**src/logic/buffet_settings.svh**
```systemverilog
// Width, storage depth and scoreboard depth macros for the buffet control block
`ifndef BUFFET_SETTINGS_SVH
`define BUFFET_SETTINGS_SVH

// --------------------
// Storage geometry
// --------------------

// Index into the storage and the width of a read offset
`define BUFFET_ADDR_WIDTH 8

// One data word as pushed and updated
`define BUFFET_DATA_WIDTH 32

// Storage entries as a power of two so indices wrap for free
`define BUFFET_SIZE (1 << `BUFFET_ADDR_WIDTH)

// --------------------
// Hazard tracking
// --------------------

// Outstanding will-update reads that can be tracked at once
`define BUFFET_SB_SIZE 8

`endif

```
**src/logic/buffet_pkg.sv**
```systemverilog
// Vector typedefs and the read state enum shared by the buffet control blocks
`include "buffet_settings.svh"

package buffet_pkg;

    // Index or offset into the storage that wraps modulo the storage size
    typedef logic [`BUFFET_ADDR_WIDTH-1:0] idx_t;

    // Head or tail pointer with one wrap bit on top
    // Also holds occupancy and free space from 0 up to the storage size
    typedef logic [`BUFFET_ADDR_WIDTH:0] ptr_t;

    // Data word
    typedef logic [`BUFFET_DATA_WIDTH-1:0] data_t;

    // Number of one scoreboard entry
    typedef logic [$clog2(`BUFFET_SB_SIZE)-1:0] sb_slot_t;

    // Read side states
    typedef enum logic [1:0] {
        IDLE,
        HOLD,
        ISSUE
    } read_state_e;

endpackage

```
**src/logic/buffet_sb_if.sv**
```systemverilog
// Interface between the read state machine and the scoreboard, with its modports
`timescale 1ns/100ps

interface buffet_sb_if import buffet_pkg::*; ();

    // Index of the read currently held by the state machine
    idx_t lookup_idx;

    // A valid entry matches lookup_idx
    logic raw_hazard;

    // Every entry valid so there is no room for another will-update read
    logic full;

    // Single-cycle pulse that records alloc_idx on the same edge
    logic alloc;
    idx_t alloc_idx;

    // --------------------
    // Modports
    // --------------------

    // Read FSM side
    modport reader (
        output lookup_idx,
        output alloc,
        output alloc_idx,
        input  raw_hazard,
        input  full
    );

    // Scoreboard side
    modport sb_table (
        input  lookup_idx,
        input  alloc,
        input  alloc_idx,
        output raw_hazard,
        output full
    );

endinterface

```
**src/logic/buffet_window.sv**
```systemverilog
// Head and tail pointers, occupancy, credit reply, push output and the window check
`timescale 1ns/100ps
`include "buffet_settings.svh"

module buffet_window import buffet_pkg::*; (
    input  logic  clk,
    input  logic  nreset_i,
    // Producer push
    input  logic  push_data_valid_i,
    input  data_t push_data_i,
    output logic  push_data_valid_o,
    output data_t push_data_o,
    output idx_t  push_idx_o,
    // Credit request and reply
    input  logic  credit_ready_i,
    output logic  credit_valid_o,
    output ptr_t  credit_o,
    // Read offset and shrink amount
    input  idx_t  read_idx_i,
    input  logic  shrink_accept_i,
    output idx_t  read_abs_idx_o,
    // Window check for the held read
    input  idx_t  held_idx_i,
    output logic  held_in_window_o
);

    // Pointers carry a wrap bit so full and empty differ
    ptr_t tail;
    ptr_t head;
    ptr_t tail_next;
    ptr_t head_next;
    ptr_t occupancy;
    ptr_t free_space;
    ptr_t free_next;
    idx_t held_offset;

    // --------------------
    // Occupancy
    // --------------------

    assign occupancy  = tail - head;
    assign free_space = ptr_t'(`BUFFET_SIZE) - occupancy;

    // Pointer values after this edge
    assign tail_next = push_data_valid_i ? tail + ptr_t'(1) : tail;
    assign head_next = shrink_accept_i ? head + ptr_t'(read_idx_i) : head;

    // Credit reflects the push and shrink of the same edge
    assign free_next = ptr_t'(`BUFFET_SIZE) - (tail_next - head_next);

    // --------------------
    // Read window
    // --------------------

    // Offsets count from the head
    assign read_abs_idx_o = read_idx_i + head[`BUFFET_ADDR_WIDTH-1:0];

    // Distance of the held index from the head wrapping with the storage
    assign held_offset = held_idx_i - head[`BUFFET_ADDR_WIDTH-1:0];

    // Already pushed when closer to the head than the tail is
    assign held_in_window_o = ptr_t'(held_offset) < occupancy;

    // --------------------
    // Registers
    // --------------------

    always_ff @(posedge clk or negedge nreset_i) begin
        if (!nreset_i) begin
            tail              <= '0;
            head              <= '0;
            push_data_valid_o <= 1'b0;
            credit_valid_o    <= 1'b0;
        end else begin
            tail              <= tail_next;
            head              <= head_next;
            push_data_valid_o <= push_data_valid_i;
            credit_valid_o    <= credit_ready_i;
        end
    end

    // Push goes to storage at the old tail
    always_ff @(posedge clk) begin
        if (push_data_valid_i) begin
            push_data_o <= push_data_i;
            push_idx_o  <= tail[`BUFFET_ADDR_WIDTH-1:0];
        end
        if (credit_ready_i) begin
            credit_o <= free_next;
        end
    end

    // --------------------
    // Checks
    // --------------------

    // The FSM never frees more than has been pushed
    shrink_in_range: assert property (
        @(posedge clk) disable iff (!nreset_i)
        shrink_accept_i |-> (ptr_t'(read_idx_i) <= occupancy)
    ) else $error("Shrink of %0d exceeds occupancy %0d", read_idx_i, occupancy);

    // Producer stays within its credits
    push_has_space: assert property (
        @(posedge clk) disable iff (!nreset_i)
        push_data_valid_i |-> (free_space != '0)
    ) else $error("Push into a full window");

endmodule

```
**src/logic/buffet_read_fsm.sv**
```systemverilog
// Read FSM that holds one read until its hazards clear and then dispatches it
`timescale 1ns/100ps

module buffet_read_fsm import buffet_pkg::*; (
    input  logic  clk,
    input  logic  nreset_i,
    // Consumer read request
    input  logic  read_idx_valid_i,
    input  logic  read_is_shrink_i,
    input  logic  read_will_update_i,
    input  logic  read_data_ready_i,
    output logic  read_idx_ready_o,
    // From and to the window
    input  idx_t  read_abs_idx_i,
    input  logic  held_in_window_i,
    output logic  shrink_accept_o,
    output idx_t  held_idx_o,
    // Dispatch to storage
    output logic  read_idx_valid_o,
    output idx_t  read_idx_o,
    // Scoreboard lookup and allocation
    buffet_sb_if.reader sb
);

    read_state_e state;

    // The one read in flight
    idx_t held_idx;
    logic held_will_update;

    logic accept;
    logic stall;

    // --------------------
    // Handshake
    // --------------------

    // Only one read at a time so ready means idle
    assign read_idx_ready_o = (state == IDLE);

    assign accept          = read_idx_valid_i & read_idx_ready_o & ~read_is_shrink_i;
    assign shrink_accept_o = read_idx_valid_i & read_idx_ready_o & read_is_shrink_i;

    // Reasons to keep holding
    // WAR when not yet pushed, RAW on an outstanding update,
    // consumer back-pressure, or no room to track a will-update read
    assign stall = ~held_in_window_i
                 | sb.raw_hazard
                 | ~read_data_ready_i
                 | (held_will_update & sb.full);

    // --------------------
    // Scoreboard side
    // --------------------

    assign sb.lookup_idx = held_idx;
    assign sb.alloc_idx  = held_idx;

    // Record the index on the edge that leaves HOLD
    assign sb.alloc = (state == HOLD) & ~stall & held_will_update;

    // --------------------
    // Outputs
    // --------------------

    assign held_idx_o       = held_idx;
    assign read_idx_valid_o = (state == ISSUE);
    assign read_idx_o       = held_idx;

    // --------------------
    // State register
    // --------------------

    always_ff @(posedge clk or negedge nreset_i) begin
        if (!nreset_i) begin
            state <= IDLE;
        end else begin
            case (state)
                // Wait for an accepted read
                IDLE: begin
                    if (accept) begin
                        state <= HOLD;
                    end
                end
                // Hazards checked every cycle
                HOLD: begin
                    if (!stall) begin
                        state <= ISSUE;
                    end
                end
                // Single dispatch cycle
                ISSUE: begin
                    state <= IDLE;
                end
                default: begin
                    state <= IDLE;
                end
            endcase
        end
    end

    // Absolute index taken while the head is still the one the offset referred to
    always_ff @(posedge clk) begin
        if (accept) begin
            held_idx         <= read_abs_idx_i;
            held_will_update <= read_will_update_i;
        end
    end

    // --------------------
    // Checks
    // --------------------

    // A dispatched read has already been pushed and the head has not moved past it
    dispatch_in_window: assert property (
        @(posedge clk) disable iff (!nreset_i)
        read_idx_valid_o |-> held_in_window_i
    ) else $error("Read dispatched outside the window");

endmodule

```
**src/logic/buffet_scoreboard.sv**
```systemverilog
// Scoreboard of outstanding update indices and the update forwarding path that clears it
`timescale 1ns/100ps
`include "buffet_settings.svh"

module buffet_scoreboard import buffet_pkg::*; (
    input  logic  clk,
    input  logic  nreset_i,
    // Update from the consumer
    input  logic  update_valid_i,
    input  idx_t  update_idx_i,
    input  data_t update_data_i,
    // Update forwarded to storage
    output logic  update_valid_o,
    output idx_t  update_idx_o,
    output data_t update_data_o,
    // Lookup and allocation from the read FSM
    buffet_sb_if.sb_table sb
);

    // Tracked indices and their valid bits
    idx_t                       entry_idx [`BUFFET_SB_SIZE];
    logic [`BUFFET_SB_SIZE-1:0] entry_valid;

    // Per-entry compare results
    logic [`BUFFET_SB_SIZE-1:0] match_lookup;
    logic [`BUFFET_SB_SIZE-1:0] match_update;

    sb_slot_t free_slot;
    sb_slot_t clear_slot;

    // First forwarding stage
    logic upd_valid_r;
    idx_t upd_idx_r;

    // Lowest set bit of a slot vector or 0 when none
    function automatic sb_slot_t lowest_set(input logic [`BUFFET_SB_SIZE-1:0] vec);
        sb_slot_t slot;
        slot = '0;
        // Walk down so the lowest hit is the last one written
        for (int i = `BUFFET_SB_SIZE - 1; i >= 0; i--) begin
            if (vec[i]) begin
                slot = sb_slot_t'(i);
            end
        end
        return slot;
    endfunction

    // --------------------
    // Compare
    // --------------------

    always_comb begin
        for (int i = 0; i < `BUFFET_SB_SIZE; i++) begin
            match_lookup[i] = entry_valid[i] && (entry_idx[i] == sb.lookup_idx);
            match_update[i] = entry_valid[i] && (entry_idx[i] == upd_idx_r);
        end
    end

    assign sb.raw_hazard = |match_lookup;
    assign sb.full       = &entry_valid;

    // Allocation fills from the bottom; duplicates clear one at a time
    assign free_slot  = lowest_set(~entry_valid);
    assign clear_slot = lowest_set(match_update);

    // --------------------
    // Table
    // --------------------

    always_ff @(posedge clk or negedge nreset_i) begin
        if (!nreset_i) begin
            entry_valid <= '0;
        end else begin
            if (sb.alloc) begin
                entry_valid[free_slot] <= 1'b1;
            end
            // Registered update retires its entry
            if (upd_valid_r && (|match_update)) begin
                entry_valid[clear_slot] <= 1'b0;
            end
        end
    end

    always_ff @(posedge clk) begin
        if (sb.alloc) begin
            entry_idx[free_slot] <= sb.alloc_idx;
        end
    end

    // --------------------
    // Update forwarding
    // --------------------

    always_ff @(posedge clk or negedge nreset_i) begin
        if (!nreset_i) begin
            upd_valid_r    <= 1'b0;
            update_valid_o <= 1'b0;
        end else begin
            upd_valid_r    <= update_valid_i;
            update_valid_o <= upd_valid_r;
        end
    end

    // Data trails the index by one cycle
    always_ff @(posedge clk) begin
        if (update_valid_i) begin
            upd_idx_r <= update_idx_i;
        end
        if (upd_valid_r) begin
            update_idx_o  <= upd_idx_r;
            update_data_o <= update_data_i;
        end
    end

    // --------------------
    // Checks
    // --------------------

    // The FSM holds a will-update read while the table is full
    no_alloc_when_full: assert property (
        @(posedge clk) disable iff (!nreset_i)
        sb.alloc |-> !sb.full
    ) else $error("Scoreboard allocation while full");

endmodule

```
**src/logic/buffet_control.sv**
```systemverilog
// Buffet control top level wiring the window, read FSM and scoreboard to plain ports
`timescale 1ns/100ps

module buffet_control import buffet_pkg::*; (
    input  logic  clk,
    input  logic  nreset_i,
    // --------------------
    // Read
    // --------------------
    input  idx_t  read_idx_i,
    input  logic  read_idx_valid_i,
    input  logic  read_is_shrink_i,
    input  logic  read_will_update_i,
    input  logic  read_data_ready_i,
    output logic  read_idx_ready_o,
    output logic  read_idx_valid_o,
    output idx_t  read_idx_o,
    // --------------------
    // Push
    // --------------------
    input  logic  push_data_valid_i,
    input  data_t push_data_i,
    output logic  push_data_valid_o,
    output data_t push_data_o,
    output idx_t  push_idx_o,
    // --------------------
    // Update
    // --------------------
    input  logic  update_valid_i,
    input  idx_t  update_idx_i,
    input  data_t update_data_i,
    output logic  update_valid_o,
    output idx_t  update_idx_o,
    output data_t update_data_o,
    // --------------------
    // Credit
    // --------------------
    input  logic  credit_ready_i,
    output logic  credit_valid_o,
    output ptr_t  credit_o
);

    // Window to FSM
    idx_t read_abs_idx;
    logic held_in_window;

    // FSM to window
    idx_t held_idx;
    logic shrink_accept;

    // Read FSM to scoreboard
    buffet_sb_if sb_if_i ();

    // Pointers, credits and push path
    buffet_window window_i (
        .clk               (clk),
        .nreset_i          (nreset_i),
        .push_data_valid_i (push_data_valid_i),
        .push_data_i       (push_data_i),
        .push_data_valid_o (push_data_valid_o),
        .push_data_o       (push_data_o),
        .push_idx_o        (push_idx_o),
        .credit_ready_i    (credit_ready_i),
        .credit_valid_o    (credit_valid_o),
        .credit_o          (credit_o),
        .read_idx_i        (read_idx_i),
        .shrink_accept_i   (shrink_accept),
        .read_abs_idx_o    (read_abs_idx),
        .held_idx_i        (held_idx),
        .held_in_window_o  (held_in_window)
    );

    // Single read in flight
    buffet_read_fsm read_fsm_i (
        .clk                (clk),
        .nreset_i           (nreset_i),
        .read_idx_valid_i   (read_idx_valid_i),
        .read_is_shrink_i   (read_is_shrink_i),
        .read_will_update_i (read_will_update_i),
        .read_data_ready_i  (read_data_ready_i),
        .read_idx_ready_o   (read_idx_ready_o),
        .read_abs_idx_i     (read_abs_idx),
        .held_in_window_i   (held_in_window),
        .shrink_accept_o    (shrink_accept),
        .held_idx_o         (held_idx),
        .read_idx_valid_o   (read_idx_valid_o),
        .read_idx_o         (read_idx_o),
        .sb                 (sb_if_i)
    );

    // Outstanding updates and forwarding
    buffet_scoreboard scoreboard_i (
        .clk            (clk),
        .nreset_i       (nreset_i),
        .update_valid_i (update_valid_i),
        .update_idx_i   (update_idx_i),
        .update_data_i  (update_data_i),
        .update_valid_o (update_valid_o),
        .update_idx_o   (update_idx_o),
        .update_data_o  (update_data_o),
        .sb             (sb_if_i)
    );

endmodule

```
**config.mk**
```make
export PLATFORM = sky130hd
export DESIGN_NAME = buffet_control
export DESIGN_NICKNAME = d
export VERILOG_FILES = /design/src/logic/buffet_pkg.sv /design/src/logic/buffet_sb_if.sv /design/src/logic/buffet_window.sv /design/src/logic/buffet_read_fsm.sv /design/src/logic/buffet_scoreboard.sv /design/src/logic/buffet_control.sv
export VERILOG_INCLUDE_DIRS = /design/src /design/src/logic
export SDC_FILE = /design/constraint.sdc
export NUM_CORES = 1
export LEC_CHECK = 0
export ABC_AREA = 1
export ABC_CLOCK_PERIOD_IN_PS = 9700
export BUFFER_PORTS_ARGS = -buffer_cell sky130_fd_sc_hd__buf_4
export CORE_UTILIZATION = 44
export DETAILED_ROUTE_END_ITERATION = 16
export PLACE_DENSITY = 0.74
export SLEW_MARGIN = 20
export SYNTH_ARGS = -nofsm -noshare
export SYNTH_HDL_FRONTEND = slang
export SYNTH_SLANG_ARGS = --single-unit
```
**constraint.sdc**
```tcl
create_clock -name clk -period 9.7 [get_ports clk]
set_input_delay 0 -clock clk [delete_from_list [all_inputs] [get_ports clk]]
set_output_delay 0 -clock clk [all_outputs]
set_load 0.1 [all_outputs]
```
[After elaboration in Yosys (flattened, before gate mapping)]
Memories as Yosys holds them, arrays and structs flattened.
Cells that the tools add are included.
Storage, ports and cells
  bits in registers: 138
  memory bits (writable): 64
  input bits: 89
  memories: 1
Memory list
  scoreboard_i.entry_idx: words 8, width 8, rd ports 8, clocked after Yosys merged registers in 0, wr ports 1, RTL line buffet_scoreboard.sv:21  | idx_t entry_idx [`BUFFET_SB_SIZE];
Cells by class
  $add $sub $neg: 7
  order comparisons: 5
  equal/unequal tests: 20
  mux-type cells: 29
  bitwise gates (word level): 17
  reductions and logical operators: 24
Operators by type and width (count)
  $eq 8x8->1: 16
  $mux 3: 16
  $logic_and 1x1->1: 19
  $mux 9: 2
  $sub 9x9->9: 2
  $mux 8: 2
  $not 8->8: 2
  $reduce_or 8->1: 2
  $add 9x1->9 const B: 1
  $add 9x8->9: 1
  $lt 8x9->1: 1
  $sub 9x9->9 const A: 1
  $add 8x8->8: 1
  $and 8x8->8: 1
  $lt 3x4->1 const B: 2
  $or 8x8->8: 1
  $reduce_and 8->1: 1
  $sub 8x8->8: 1
  $and 1x1->1: 6
  $demux 1 s3: 2
  $ge 3x1->1 const B: 2
  $mux 1: 4
  $mux 2: 2
  $ne 2x2->1 const B: 2
  other kinds (7): 12

[Logic depth before layout (Yosys ltp)]
Gate-level depths: netlist of the first run.
  word-level depth: 17
  mapped depth: 24

[By module]
A second synthesis of the first run with hierarchy kept.
Unflattened totals
  cell total of the unflattened synthesis: 1016
  area total of the unflattened synthesis: 10393.7 um^2
By module, submodules not included
  buffet_scoreboard: times used 1, cells an instance 600, area an instance 5944.5 um^2
  buffet_window: times used 1, cells an instance 361, area an instance 3854.9 um^2
  buffet_read_fsm: times used 1, cells an instance 55, area an instance 594.3 um^2

[Least setup slack after synthesis of the first run]
No wires, ideal clock.
  path type: register to register
  start: reg read_fsm_i.state[1]
  end: reg window_i.credit_o[7], data pin
  setup time: 0.257 ns
  arrival time: 4.131 ns
  data required time: 9.443 ns
  setup slack: 5.311 ns
  stages on the path, launching flop included: 15
  path buffers: 1
  clock period less this slack: 4.389 ns
  path through: dfrtp_1 nor2_1 nand2_1 nor2_1 clkbuf_1 o21ai_0 ha_1 ha_1 fa_1 a21o_1 a21oi_1 nor2_1 o21ai_0 nand2_1 xor2_1
Between the ends
  word-level cells in the longest chain between the ends: 6
Ends and longest elaborated chain
  from (decl): RTL line buffet_read_fsm.sv:25  | read_state_e state;
  from (signal assigned): RTL line buffet_read_fsm.sv:76  | state <= IDLE;
  from (signal assigned): RTL line buffet_read_fsm.sv:82  | state <= HOLD;
  from (signal assigned): RTL line buffet_read_fsm.sv:88  | state <= ISSUE;
  $logic_not 2->1: RTL line buffet_read_fsm.sv:39  | assign read_idx_ready_o = (state == IDLE);
  net read_idx_ready_o: RTL line buffet_control.sv:15  | output logic read_idx_ready_o,
  $and 1x1->1 (2 in a row): RTL line buffet_read_fsm.sv:42  | assign shrink_accept_o = read_idx_valid_i & read_idx_ready_o & read_is_shrink_i;
  $mux 9: RTL line buffet_window.sv:46  | assign head_next = shrink_accept_i ? head + ptr_t'(read_idx_i) : head;
  net window_i.head_next[1]: RTL line buffet_window.sv:31  | ptr_t head_next;
  $sub 9x9->9 (2 in a row): RTL line buffet_window.sv:49  | assign free_next = ptr_t'(`BUFFET_SIZE) - (tail_next - head_next);
  net window_i.free_next[7]: RTL line buffet_window.sv:34  | ptr_t free_next;
  to (signal assigned): RTL line buffet_window.sv:89  | credit_o <= free_next;
  to (decl): RTL line buffet_window.sv:17  | output ptr_t credit_o,
The timed path passes the listed nets, and every way through them passes these cells.
A chain may end at the register's enable or synchronous reset.

[Worst setup path after layout of the first run]
  start: reg read_fsm_i.held_idx[0], in the netlist read_fsm_i.held_idx_o[0]
  end: mem scoreboard_i.entry_idx[5][5] (netlist name), enable pin
Between the ends
  word-level cells in the longest chain between the ends: 11
Ends and longest elaborated chain
  from (decl): RTL line buffet_read_fsm.sv:28  | idx_t held_idx;
  from (signal assigned): RTL line buffet_read_fsm.sv:105  | held_idx <= read_abs_idx_i;
  $sub 8x8->8 or $eq 8x8->1 (tied branches): RTL line buffet_window.sv:59, buffet_scoreboard.sv:54
  $lt 8x9->1 or $logic_and 1x1->1 (tied branches): RTL line buffet_window.sv:62, buffet_scoreboard.sv:54
  $not 1->1 or $reduce_or 8->1 (tied branches): RTL line buffet_read_fsm.sv:47, buffet_scoreboard.sv:59
  $or 1x1->1 *: RTL line buffet_read_fsm.sv:48  | | sb.raw_hazard
  $or 1x1->1 *: RTL line buffet_read_fsm.sv:49  | | ~read_data_ready_i
  $or 1x1->1 *: RTL line buffet_read_fsm.sv:50  | | (held_will_update & sb.full);
  $not 1->1 *: RTL line buffet_read_fsm.sv:60  | assign sb.alloc = (state == HOLD) & ~stall & held_will_update;
  $and 1x1->1 * (2 in a row): RTL line buffet_read_fsm.sv:60
  $mux 1 *: RTL line buffet_scoreboard.sv:85  | if (sb.alloc) begin
  $mux 1 (not written as such) *: RTL line buffet_scoreboard.sv:86  | entry_idx[free_slot] <= sb.alloc_idx;
  to (decl): RTL line buffet_scoreboard.sv:21
Mark *: on every way between the ends. The rest lies on a longest branch, timed or not.

==> results of run 1 <==
cells in the mapped netlist (all sizes together):
| cell type | n |
|---|---|
| and2 | 1 |
| clkbuf | 1 |
| nand4 | 23 |
| nand2 | 228 |
| fa | 4 |
| nand3b | 1 |
| nor2 | 102 |
| a31oi | 3 |
| xor2 | 47 |
| dfrtp | 32 |
| a21o | 1 |
| a21boi | 2 |
| o21a | 1 |
| xnor2 | 25 |
| o21bai | 4 |
| edfxtp | 170 |
| nor3 | 11 |
| buf | 16 |
| clkinv | 1 |
| and3 | 1 |
| nor4 | 3 |
| inv | 138 |
| o22ai | 7 |
| or2 | 10 |
| o21ai | 42 |
| ha | 46 |
| o211ai | 4 |
| nand3 | 43 |
| a21oi | 40 |
metal layers:
metal | GRT usage | wire (microns)
met5 | 0 | 0
met4 | 0.0967 | 1070
met3 | 0.0462 | 2130
met2 | 0.415 | 13500
met1 | 0.268 | 10600
cell families after synthesis:
| kind of cell | count (synthesis) | synth area share |
|---|---|---|
| flops | 202 | 0.579 |
| xor+xnor | 72 | 0.0618 |
| simple gates | 423 | 0.176 |
| compound gates | 104 | 0.0552 |
| buf+inv | 156 | 0.0638 |
| fa+ha+maj | 50 | 0.0643 |
worst max-delay path by stage:
| stage | start | endpoint | slack (ns) | cells past startpoint |
|---|---|---|---|---|
| 5_1_grt | read_fsm_i.held_idx_o[0] | scoreboard_i.entry_idx[5][7] | 4.63 | 20 |
| 3_3_place_gp | read_fsm_i.held_idx_o[0] | scoreboard_i.entry_idx[4][1] | 5.10 | 20 |
| 4_1_cts | read_fsm_i.held_idx_o[0] | scoreboard_i.entry_idx[4][4] | 4.92 | 20 |
| 2_1_floorplan | read_fsm_i.state[1] | window_i.credit_o[7] | 5.31 | 14 |
| 3_5_place_dp | read_fsm_i.held_idx_o[0] | scoreboard_i.entry_idx[7][2] | 4.96 | 20 |
| 6_report | read_fsm_i.held_idx_o[0] | scoreboard_i.entry_idx[5][5] | 4.95 | 18 |
through the flow:
| step | hold WS, ns | cell area (sq um) | setup slack [ns] |
|---|---|---|---|
| after floorplan | -0.296 | 10200 | 5.31 |
| after global placement | -0.0230 | 11900 | 5.10 |
| after detailed placement | 0.00126 | 11900 | 4.96 |
| after CTS | 0.0152 | 13600 | 4.92 |
| after global routing | 0.0468 | 13600 | 4.63 |
| final | 0.0272 | 13600 | 4.95 |
sequential cells by signal, summed over array words and instances (netlist names):
signal                       count
read_fsm_i.held_idx_o            8
read_fsm_i.held_will_update      1
read_fsm_i.state                 2
scoreboard_i.entry_idx          64
scoreboard_i.entry_valid         8
scoreboard_i.upd_idx_r           8
scoreboard_i.upd_valid_r         1
scoreboard_i.update_data_o      32
scoreboard_i.update_idx_o        8
scoreboard_i.update_valid_o      1
window_i.credit_o                9
window_i.credit_valid_o          1
window_i.head                    9
window_i.push_data_o            32
window_i.push_data_valid_o       1
window_i.push_idx_o              8
window_i.tail                    9
power by group through the flow:
stage                     clock [W]  sequential, W  combinational (W)
after global placement            0        0.00130            0.00182
after floorplan                   0        0.00166            0.00108
after detailed placement          0        0.00130            0.00187
after global routing        0.00102        0.00131            0.00215
final                      0.000978        0.00129            0.00194
after CTS                  0.000985        0.00129            0.00192
area by class of cell:
| class | count | area, sq um |
|---|---|---|
| Tap cell | 285 | 357 |
| Inverter | 139 | 524 |
| Sequential cell | 202 | 5910 |
| Clock inverter | 18 | 282 |
| Fill cell | 1788 | 9150 |
| Multi-Input combinational cell | 649 | 3660 |
| Clock buffer | 24 | 579 |
| Timing Repair Buffer | 273 | 2260 |
repair_timing:
action | CTS | global route
hold buffers | 83 | 0
buffers inserted | 0 | 0
endpoints found under the setup margin | 0 | 0
gates resized for setup | 0 | 0
endpoints found under the hold margin | 140 | 0
==> impl_metrics.tcl, run 1 <==
set metrics [dict create \
    final.setup.tns_ns 0 \
    setup_viol 0 \
    tightest_slew_ns 1.03 \
    slowest_delay_ns 0.95 \
    cts_tree "yes" \
    skew_ns 0.0130 \
    die_area_sq_um 23800 \
    clock_sinks 202 \
    fp-row-count 55 \
    path_cells "inv_1 -> ha_1 -> inv_1 -> fa_1 -> a31oi_1 -> xor2_1 -> ha_1 -> a21oi_1 -> nand2_1 -> nand2_1 -> nand2_1 -> nand2_1 -> nand2_1 -> nand2_1 -> nand2_1 -> nand2_1 -> nand4_2 -> nor3_1" \
    finish.utilization 0.597 \
    clkTransAtPathRegs_ns 0.06 \
    fin_nets 1427 \
    place_congestion 0.916 \
    via_per_inst 5.17 \
    synth_top_area_cell "edfxtp_1" \
    syn_area_per_cell_sq_um 10.1 \
    drtIter0Drc 644 \
    yosys.area.top_type_share 0.500 \
    r2r-end "scoreboard_i.entry_idx[5][5]" \
    layout_commonest_cell "nand2_1" \
    wl_per_cell_microns 17.2 \
    cts_buffer_depth 3 \
    power_w 0.00420 \
    diodes 0 \
    status "complete, no violations" \
    first_global_vias 8520 \
    finalCritPeriodShare 0.490 \
    cp.arrival_ns 4.89 \
    antenna_left 0 \
    num_io_pins 191 \
    period_needed_ns 4.75 \
    area_growth_pct 32.9 \
    grt_max_degree 45 \
    syn_nets 1146 \
    pwr-share-clk 0.233 \
    layout_common_cells "nand2_1 (228), buf_4 (190), edfxtp_1 (170)" \
    seqPwrFrac 0.307 \
    hold_violations 0 \
    dp_hpwl_mm 17.9 \
    postSynthCellCount 1007 \
    synthTopCellsByArea "edfxtp_1 (50%), nand2_1 (8.4%), dfrtp_1 (7.8%)" \
    crit_slowest_cell "nor3_1" \
    synth-seq-cells 202 \
    rsz0062_at_grt "no" \
    r2r_cells 18 \
    cp-start-kind "flip-flop" \
    clock.fmax_mhz 210 \
    routed_wl_mm 27.4 \
    start_util 0.449 \
    cts_made_buffers 23 \
    r2r_slack_ns 4.95 \
    seq_area_frac_synth 0.579 \
    p_sw_w 0.00181 \
    drive_above_1_share 0.196 \
    htreeDepth 1 \
    switching_share 0.431 \
    critical_path.top_delay_family "simple AND/OR/NAND/NOR gates" \
    path_buf_inv 2 \
    synth_warnings 0 \
    worstReg2RegStart "read_fsm_i.held_idx_o[0]" \
    overflow 0 \
    dp.cells 1465 \
    leakage_nw 6.04 \
    crit_path_end_kind "flip-flop" \
    ys_types 40 \
    root_buffer "clkbuf_16" \
    slew_violations 0 \
    grt_pass1_wl_mm 43.0 \
    coreArea_sq_um 22700 \
    intPower_w 0.00239 \
    relSlewSlack 0.309 \
    first_pass_iters 7 \
    power_density_nw_per_um2 310 \
    ir_drop_mv 0.353 \
    vias 8218 \
    drv_cap 0 \
    finalNonFillerCells 1590 \
    worstPathMaxFanout 20 \
    clock_latency_ns 0.51 \
    die_y_microns 154 \
    track_usage 0.231 \
    port_buffers 190 \
    die_x_microns 154 \
    path_class "reg2reg" \
    critPathRequiredTime_ns 9.83 \
    p_comb_frac 0.461 \
    path_common_cell "nand2_1" \
    netlist_area_sq_um 10200 \
    drc 0 \
    antenna_found_initial 0 \
    hp-class "in2async" \
]
Power figures use the tool's default switching activity.
==> inputs of run 2 (changes only) <==
- ABC_CLOCK_PERIOD_IN_PS: 9700 -> 4700
- clock period: 9.7 -> 4.7 ns (I/O delays scaled with it)
==> run 2 against run 1 <==
First-iteration DRC count shrank 36%. Die area stayed put. Combinational power is 110% higher. Worst hold slack worse by 0.018 ns. Utilization fell by 0.34 points. Non-clock buffer count is 9 higher. Power grew 100%. Largest cell class unchanged.
==> impl_metrics.tcl, run 2 (synthesis gave the netlist of run 1 again) <==
set metrics [dict create \
    hold_violations 0 \
    first_pass_iters 6 \
    leakage_nw 6.03 \
    skew_ns 0.00660 \
    path_buf_inv 1 \
    seq_area_sq_um 5910 \
    first_global_vias 8332 \
    cts_tree "yes" \
    coreArea_sq_um 22700 \
    die_x_microns 154 \
    num_io_pins 191 \
    worstReg2RegStart "read_fsm_i.held_idx_o[2]" \
    tightest_slew_ns 0.779 \
    place_congestion 0.857 \
    path_class "reg2reg" \
    hp-class "in2async" \
    largest_reg_flops 64 \
    crit_path_end_kind "flip-flop" \
    routed_wl_mm 25.9 \
    grt_max_degree 44 \
    drc 0 \
    cts_resized 0 \
    clkTransAtPathRegs_ns 0.06 \
    dpl_worst_slack_ns 0.789 \
    r2r-end "scoreboard_i.entry_idx[2][0]" \
    cp-start-kind "flip-flop" \
    area_growth_pct 32.2 \
    drtIter0Drc 412 \
    regMostFlops "scoreboard_i.entry_idx" \
    diodes 0 \
    finalNonFillerCells 1598 \
    power_density_nw_per_um2 622 \
    finalCritPeriodShare 0.837 \
    wl_per_cell_microns 16.2 \
    antenna_left 0 \
    die_y_microns 154 \
    path_cells "ha_1 -> a21oi_1 -> nand2_1 -> a21oi_1 -> o21bai_1 -> nand2_1 -> nand2_1 -> a21oi_1 -> xor2_1 -> ha_1 -> nand2_1 -> nand2_1 -> nand2_1 -> nand4_2 -> buf_4 -> nor2_1" \
    relSlewSlack 0.479 \
    via_per_inst 5.03 \
    crit_slowest_cell "edfxtp_1" \
    worstPathMaxFanout 19 \
    critical_path.top_delay_family "simple AND/OR/NAND/NOR gates" \
    layout_commonest_cell "nand2_1" \
    ir_drop_mv 0.657 \
    drv_cap 0 \
    clock_sinks 202 \
    start_util 0.449 \
    status "complete, no violations" \
    path_common_cell "nand2_1" \
    root_buffer "clkbuf_16" \
    fin_nets 1436 \
    r2r_slack_ns 0.77 \
    cts_buffer_depth 3 \
    clock_latency_ns 0.50 \
    cp.arrival_ns 4.07 \
    dp_hpwl_mm 17.9 \
    fillers 1831 \
    antenna_found_initial 0 \
    multi_input_area_sq_um 3650 \
    layout_common_cells "nand2_1 (228), buf_4 (202), edfxtp_1 (170)" \
    fp-row-count 55 \
    critPathRequiredTime_ns 4.84 \
    clock.fmax_mhz 254 \
    setup_viol 0 \
    dp.cells 1477 \
    die_area_sq_um 23800 \
    slew_violations 0 \
    power_w 0.00839 \
    finish.utilization 0.594 \
    vias 8038 \
    slowest_delay_ns 0.81 \
    cts_made_buffers 23 \
    final.setup.tns_ns 0 \
    grt_pass1_wl_mm 41.2 \
    htreeDepth 1 \
    reg.largest.list "scoreboard_i.entry_idx x64, scoreboard_i.update_data_o x32, window_i.push_data_o x32" \
    overflow 0 \
    track_usage 0.218 \
    rsz0062_at_grt "no" \
    port_buffers 190 \
    r2r_cells 16 \
    fin_ws_ns 0.766 \
    period_needed_ns 3.93 \
    drive_above_1_share 0.197 \
]
-- run 2: repair_timing --
item | CTS | global route
hold endpoints to repair | 137 | 0
hold buffers | 80 | 0
endpoints found under the setup margin | 0 | 0
buffers inserted | 0 | 0
-- run 2: how the worst max path moves through the flow --
stage	from	to	depth (start not counted)	slack, ns
floorplan	read_fsm_i.state[1]	window_i.credit_o[7]	14	0.31
global placement	read_fsm_i.held_idx_o[2]	scoreboard_i.entry_idx[2][0]	16	0.99
detailed placement	read_fsm_i.held_idx_o[2]	scoreboard_i.entry_idx[2][0]	16	0.79
CTS	read_fsm_i.held_idx_o[2]	scoreboard_i.entry_idx[2][6]	16	0.77
global route	read_fsm_i.held_idx_o[2]	scoreboard_i.entry_idx[2][6]	16	0.44
finish	read_fsm_i.held_idx_o[2]	scoreboard_i.entry_idx[2][0]	16	0.77
-- run 2: through the flow --
stage | hold slack, ns | cell area [sq um]
4_1_cts | 0.00703 | 13500
6_report | 0.00962 | 13500
5_1_grt | 0.0345 | 13500
3_3_place_gp | -0.0270 | 12000
3_5_place_dp | -0.000349 | 12000
2_1_floorplan | -0.296 | 10200
-- run 2: report_power, final --
group	total (W)	internal (W)	leakage (nW)	switching [W]
Combinational	0.00405	0.00133	3.68	0.00273
Sequential	0.00258	0.00234	1.99	0.000239
Clock	0.00176	0.00106	0.360	0.000699
-- run 2: area by class of cell --
type	count	area share
clock buffers	34	0.0480
clock inverters	7	0.00649
multi-input cells	649	0.270
flip-flops and latches	202	0.438
inverters	139	0.0389
well taps	285	0.0264
repair buffers	282	0.172
-- run 2: layer usage --
metal  routed length, microns  up-vias  global-route usage  share of wire
met5                        0        -                   0              0
met4                      692        0              0.0589          0.027
met3                     1630       56              0.0378          0.063
met2                    13300      303               0.407           0.51
met1                    10300     3737               0.256           0.40
li1                         -     3942                   -              -
==> inputs of run 3 (changes only) <==
- ABC_CLOCK_PERIOD_IN_PS: 4700 -> 3600
- PLACE_DENSITY: 0.74 -> 0.76
- clock period: 4.7 -> 3.6 ns (I/O delays scaled with it)
==> run 3 against run 2 <==
The flow now finishes with violations (negative hold slack). Highest routed layer unchanged. Critical path depth up 4. Clock-buffer cell count down 3. Global-route usage up 0.82 points. Clock power up 23%. Via count up 3.4%. Utilization up 0.96 points. Worst hold slack worse by 0.010 ns.
==> impl_metrics.tcl, run 3 (synthesis gave the netlist of run 1 again) <==
set metrics [dict create \
    root_buffer "clkbuf_16" \
    diodes 0 \
    worstPathMaxFanout 4 \
    path_cells "ha_1 -> fa_2 -> nand3_1 -> nand2_1 -> nand2_1 -> nand2_1 -> a21oi_2 -> xor2_1 -> nand2_1 -> o21ai_2 -> ha_1 -> ha_1 -> nand2_1 -> nand2_1 -> a21oi_2 -> inv_1 -> nand3_1 -> nand3_1 -> nand2_1 -> inv_1" \
    fin_nets 1448 \
    place_congestion 0.875 \
    path_buf_inv 2 \
    period_needed_ns 3.42 \
    clock_latency_ns 0.50 \
    antenna_left 0 \
    setup_viol 0 \
    drc 0 \
    critical_path.top_delay_family "adder cells" \
    hold_ws_ns -0.000601 \
    drive_above_1_share 0.221 \
    routed_wl_mm 27.2 \
    cts_tree "yes" \
    grt_max_degree 45 \
    antenna_found_initial 0 \
    track_usage 0.226 \
    first_pass_iters 8 \
    cp.arrival_ns 3.68 \
    slowest_delay_ns 0.42 \
    regMostFlops "scoreboard_i.entry_idx" \
    coreArea_sq_um 22700 \
    cp-start-kind "flip-flop" \
    reg.largest.list "scoreboard_i.entry_idx x64, scoreboard_i.update_data_o x32, window_i.push_data_o x32" \
    die_x_microns 154 \
    drv_cap 0 \
    port_buffers 190 \
    p_comb_frac 0.503 \
    rsz0062_at_grt "yes" \
    critPathRequiredTime_ns 3.86 \
    largest_reg_flops 64 \
    path_common_cell "nand2_1" \
    dp_hpwl_mm 18.2 \
    power_density_nw_per_um2 810 \
    seqPwrFrac 0.302 \
    die_y_microns 154 \
    first_global_vias 8510 \
    area_growth_pct 34.3 \
    finalNonFillerCells 1607 \
    crit_path_end_kind "flip-flop" \
    cts_made_buffers 23 \
    dp.cells 1482 \
    overflow 0 \
    layout_common_cells "nand2_1 (228), buf_4 (208), edfxtp_1 (170)" \
    p_sw_w 0.00493 \
    switching_share 0.444 \
    slew_violations 0 \
    drtIter0Drc 599 \
    hp-class "in2async" \
    fp-row-count 55 \
    grt_pass1_wl_mm 42.1 \
    relSlewSlack 0.375 \
    layout_commonest_cell "nand2_1" \
    tightest_slew_ns 0.937 \
    dpl_worst_slack_ns 0.0962 \
    clkTransAtPathRegs_ns 0.06 \
    pwr-share-clk 0.195 \
    path_class "reg2reg" \
    ir_drop_mv 1.06 \
    die_area_sq_um 23800 \
    htreeDepth 1 \
    via_per_inst 5.17 \
    hold_violations 1 \
    wl_per_cell_microns 16.9 \
    fin_ws_ns 0.184 \
    status "complete, but fails checks" \
    num_io_pins 191 \
    intPower_w 0.00617 \
    skew_ns 0.00598 \
    finalCritPeriodShare 0.949 \
    clock.fmax_mhz 293 \
    crit_slowest_cell "dfrtp_1" \
    vias 8314 \
    start_util 0.449 \
    finalInstanceArea_sq_um 13700 \
    dpl_cell_area_sq_um 12100 \
    clock_sinks 202 \
    violations "negative hold slack" \
    cts_buffer_depth 3 \
    leakage_nw 6.11 \
]
-- run 3: worst reg2reg max path: cells and delay by family (launching register included) --
family,cells,cell delay [ns]
AO/OA/AOI/OAI,3,0.39
flip-flops,1,0.42
adder cells (fa/ha/maj),4,1.21
AND/OR/NAND/NOR,10,0.87
buffers and inverters,2,0.11
XOR/XNOR,1,0.20
-- run 3: power by group through the flow --
stage	combinational [W]	sequential, W	clock (W)
6_report	0.00558	0.00335	0.00216
5_1_grt	0.00615	0.00339	0.00229
4_1_cts	0.00543	0.00334	0.00220
3_5_place_dp	0.00529	0.00339	0
3_3_place_gp	0.00516	0.00338	0
2_1_floorplan	0.00299	0.00448	0
-- run 3: worst paths after layout --
| path | start | end | slack (ns) | cells past startpoint |
|---|---|---|---|---|
| setup / recovery | window_i.head[0] | window_i.credit_o[8] | 0.18 | 20 |
| hold / removal | nreset_i | scoreboard_i.update_valid_o | -0.0006 | 2 |
| setup reg to reg | window_i.head[0] | window_i.credit_o[8] | 0.18 | 20 |
| hold reg to reg | window_i.tail[2] | window_i.push_idx_o[2] | 0.49 | 0 |
| max in group asynchronous | nreset_i | window_i.head[1] | 3.20 | 2 |
| min in group clk | read_idx_i[4] | window_i.head[4] | 0.01 | 5 |
-- run 3: metal layers --
| layer | GRT usage | vias up | wire length, microns |
|---|---|---|---|
| met5 | 0 | - | 0 |
| met4 | 0.0905 | 0 | 1140 |
| met3 | 0.0479 | 91 | 2050 |
| met2 | 0.405 | 389 | 13500 |
| met1 | 0.263 | 3880 | 10500 |
| li1 | - | 3954 | - |
-- run 3: layout make-up --
type,count,area [sq um]
Clock buffer,31,616
Clock inverter,7,67.6
Fill cell,1766,9000
Inverter,139,524
Multi-Input combinational cell,649,3780
Sequential cell,202,5910
Tap cell,285,357
Timing Repair Buffer,294,2450
-- run 3: per-stage QoR --
step / setup TNS, ns / total power, W / utilization / hold WS (ns)
2_1_floorplan: -3.71 / 0.00747 / - / -0.296
3_3_place_gp: 0 / 0.00854 / 0.532 / -0.0199
3_5_place_dp: 0 / 0.00868 / 0.532 / -0.0107
4_1_cts: 0 / 0.0110 / 0.598 / 0.0117
5_1_grt: -0.180 / 0.0118 / 0.603 / 0.0300
6_report: 0 / 0.0111 / 0.603 / -0.000601
-- run 3: repair_timing --
item / CTS / global route
endpoints found under the hold margin: 139 / 1
setup buffers: 0 / 4
endpoints found under the setup margin: 0 / 27
hold buffers: 82 / 1
gates resized for setup: 0 / 19
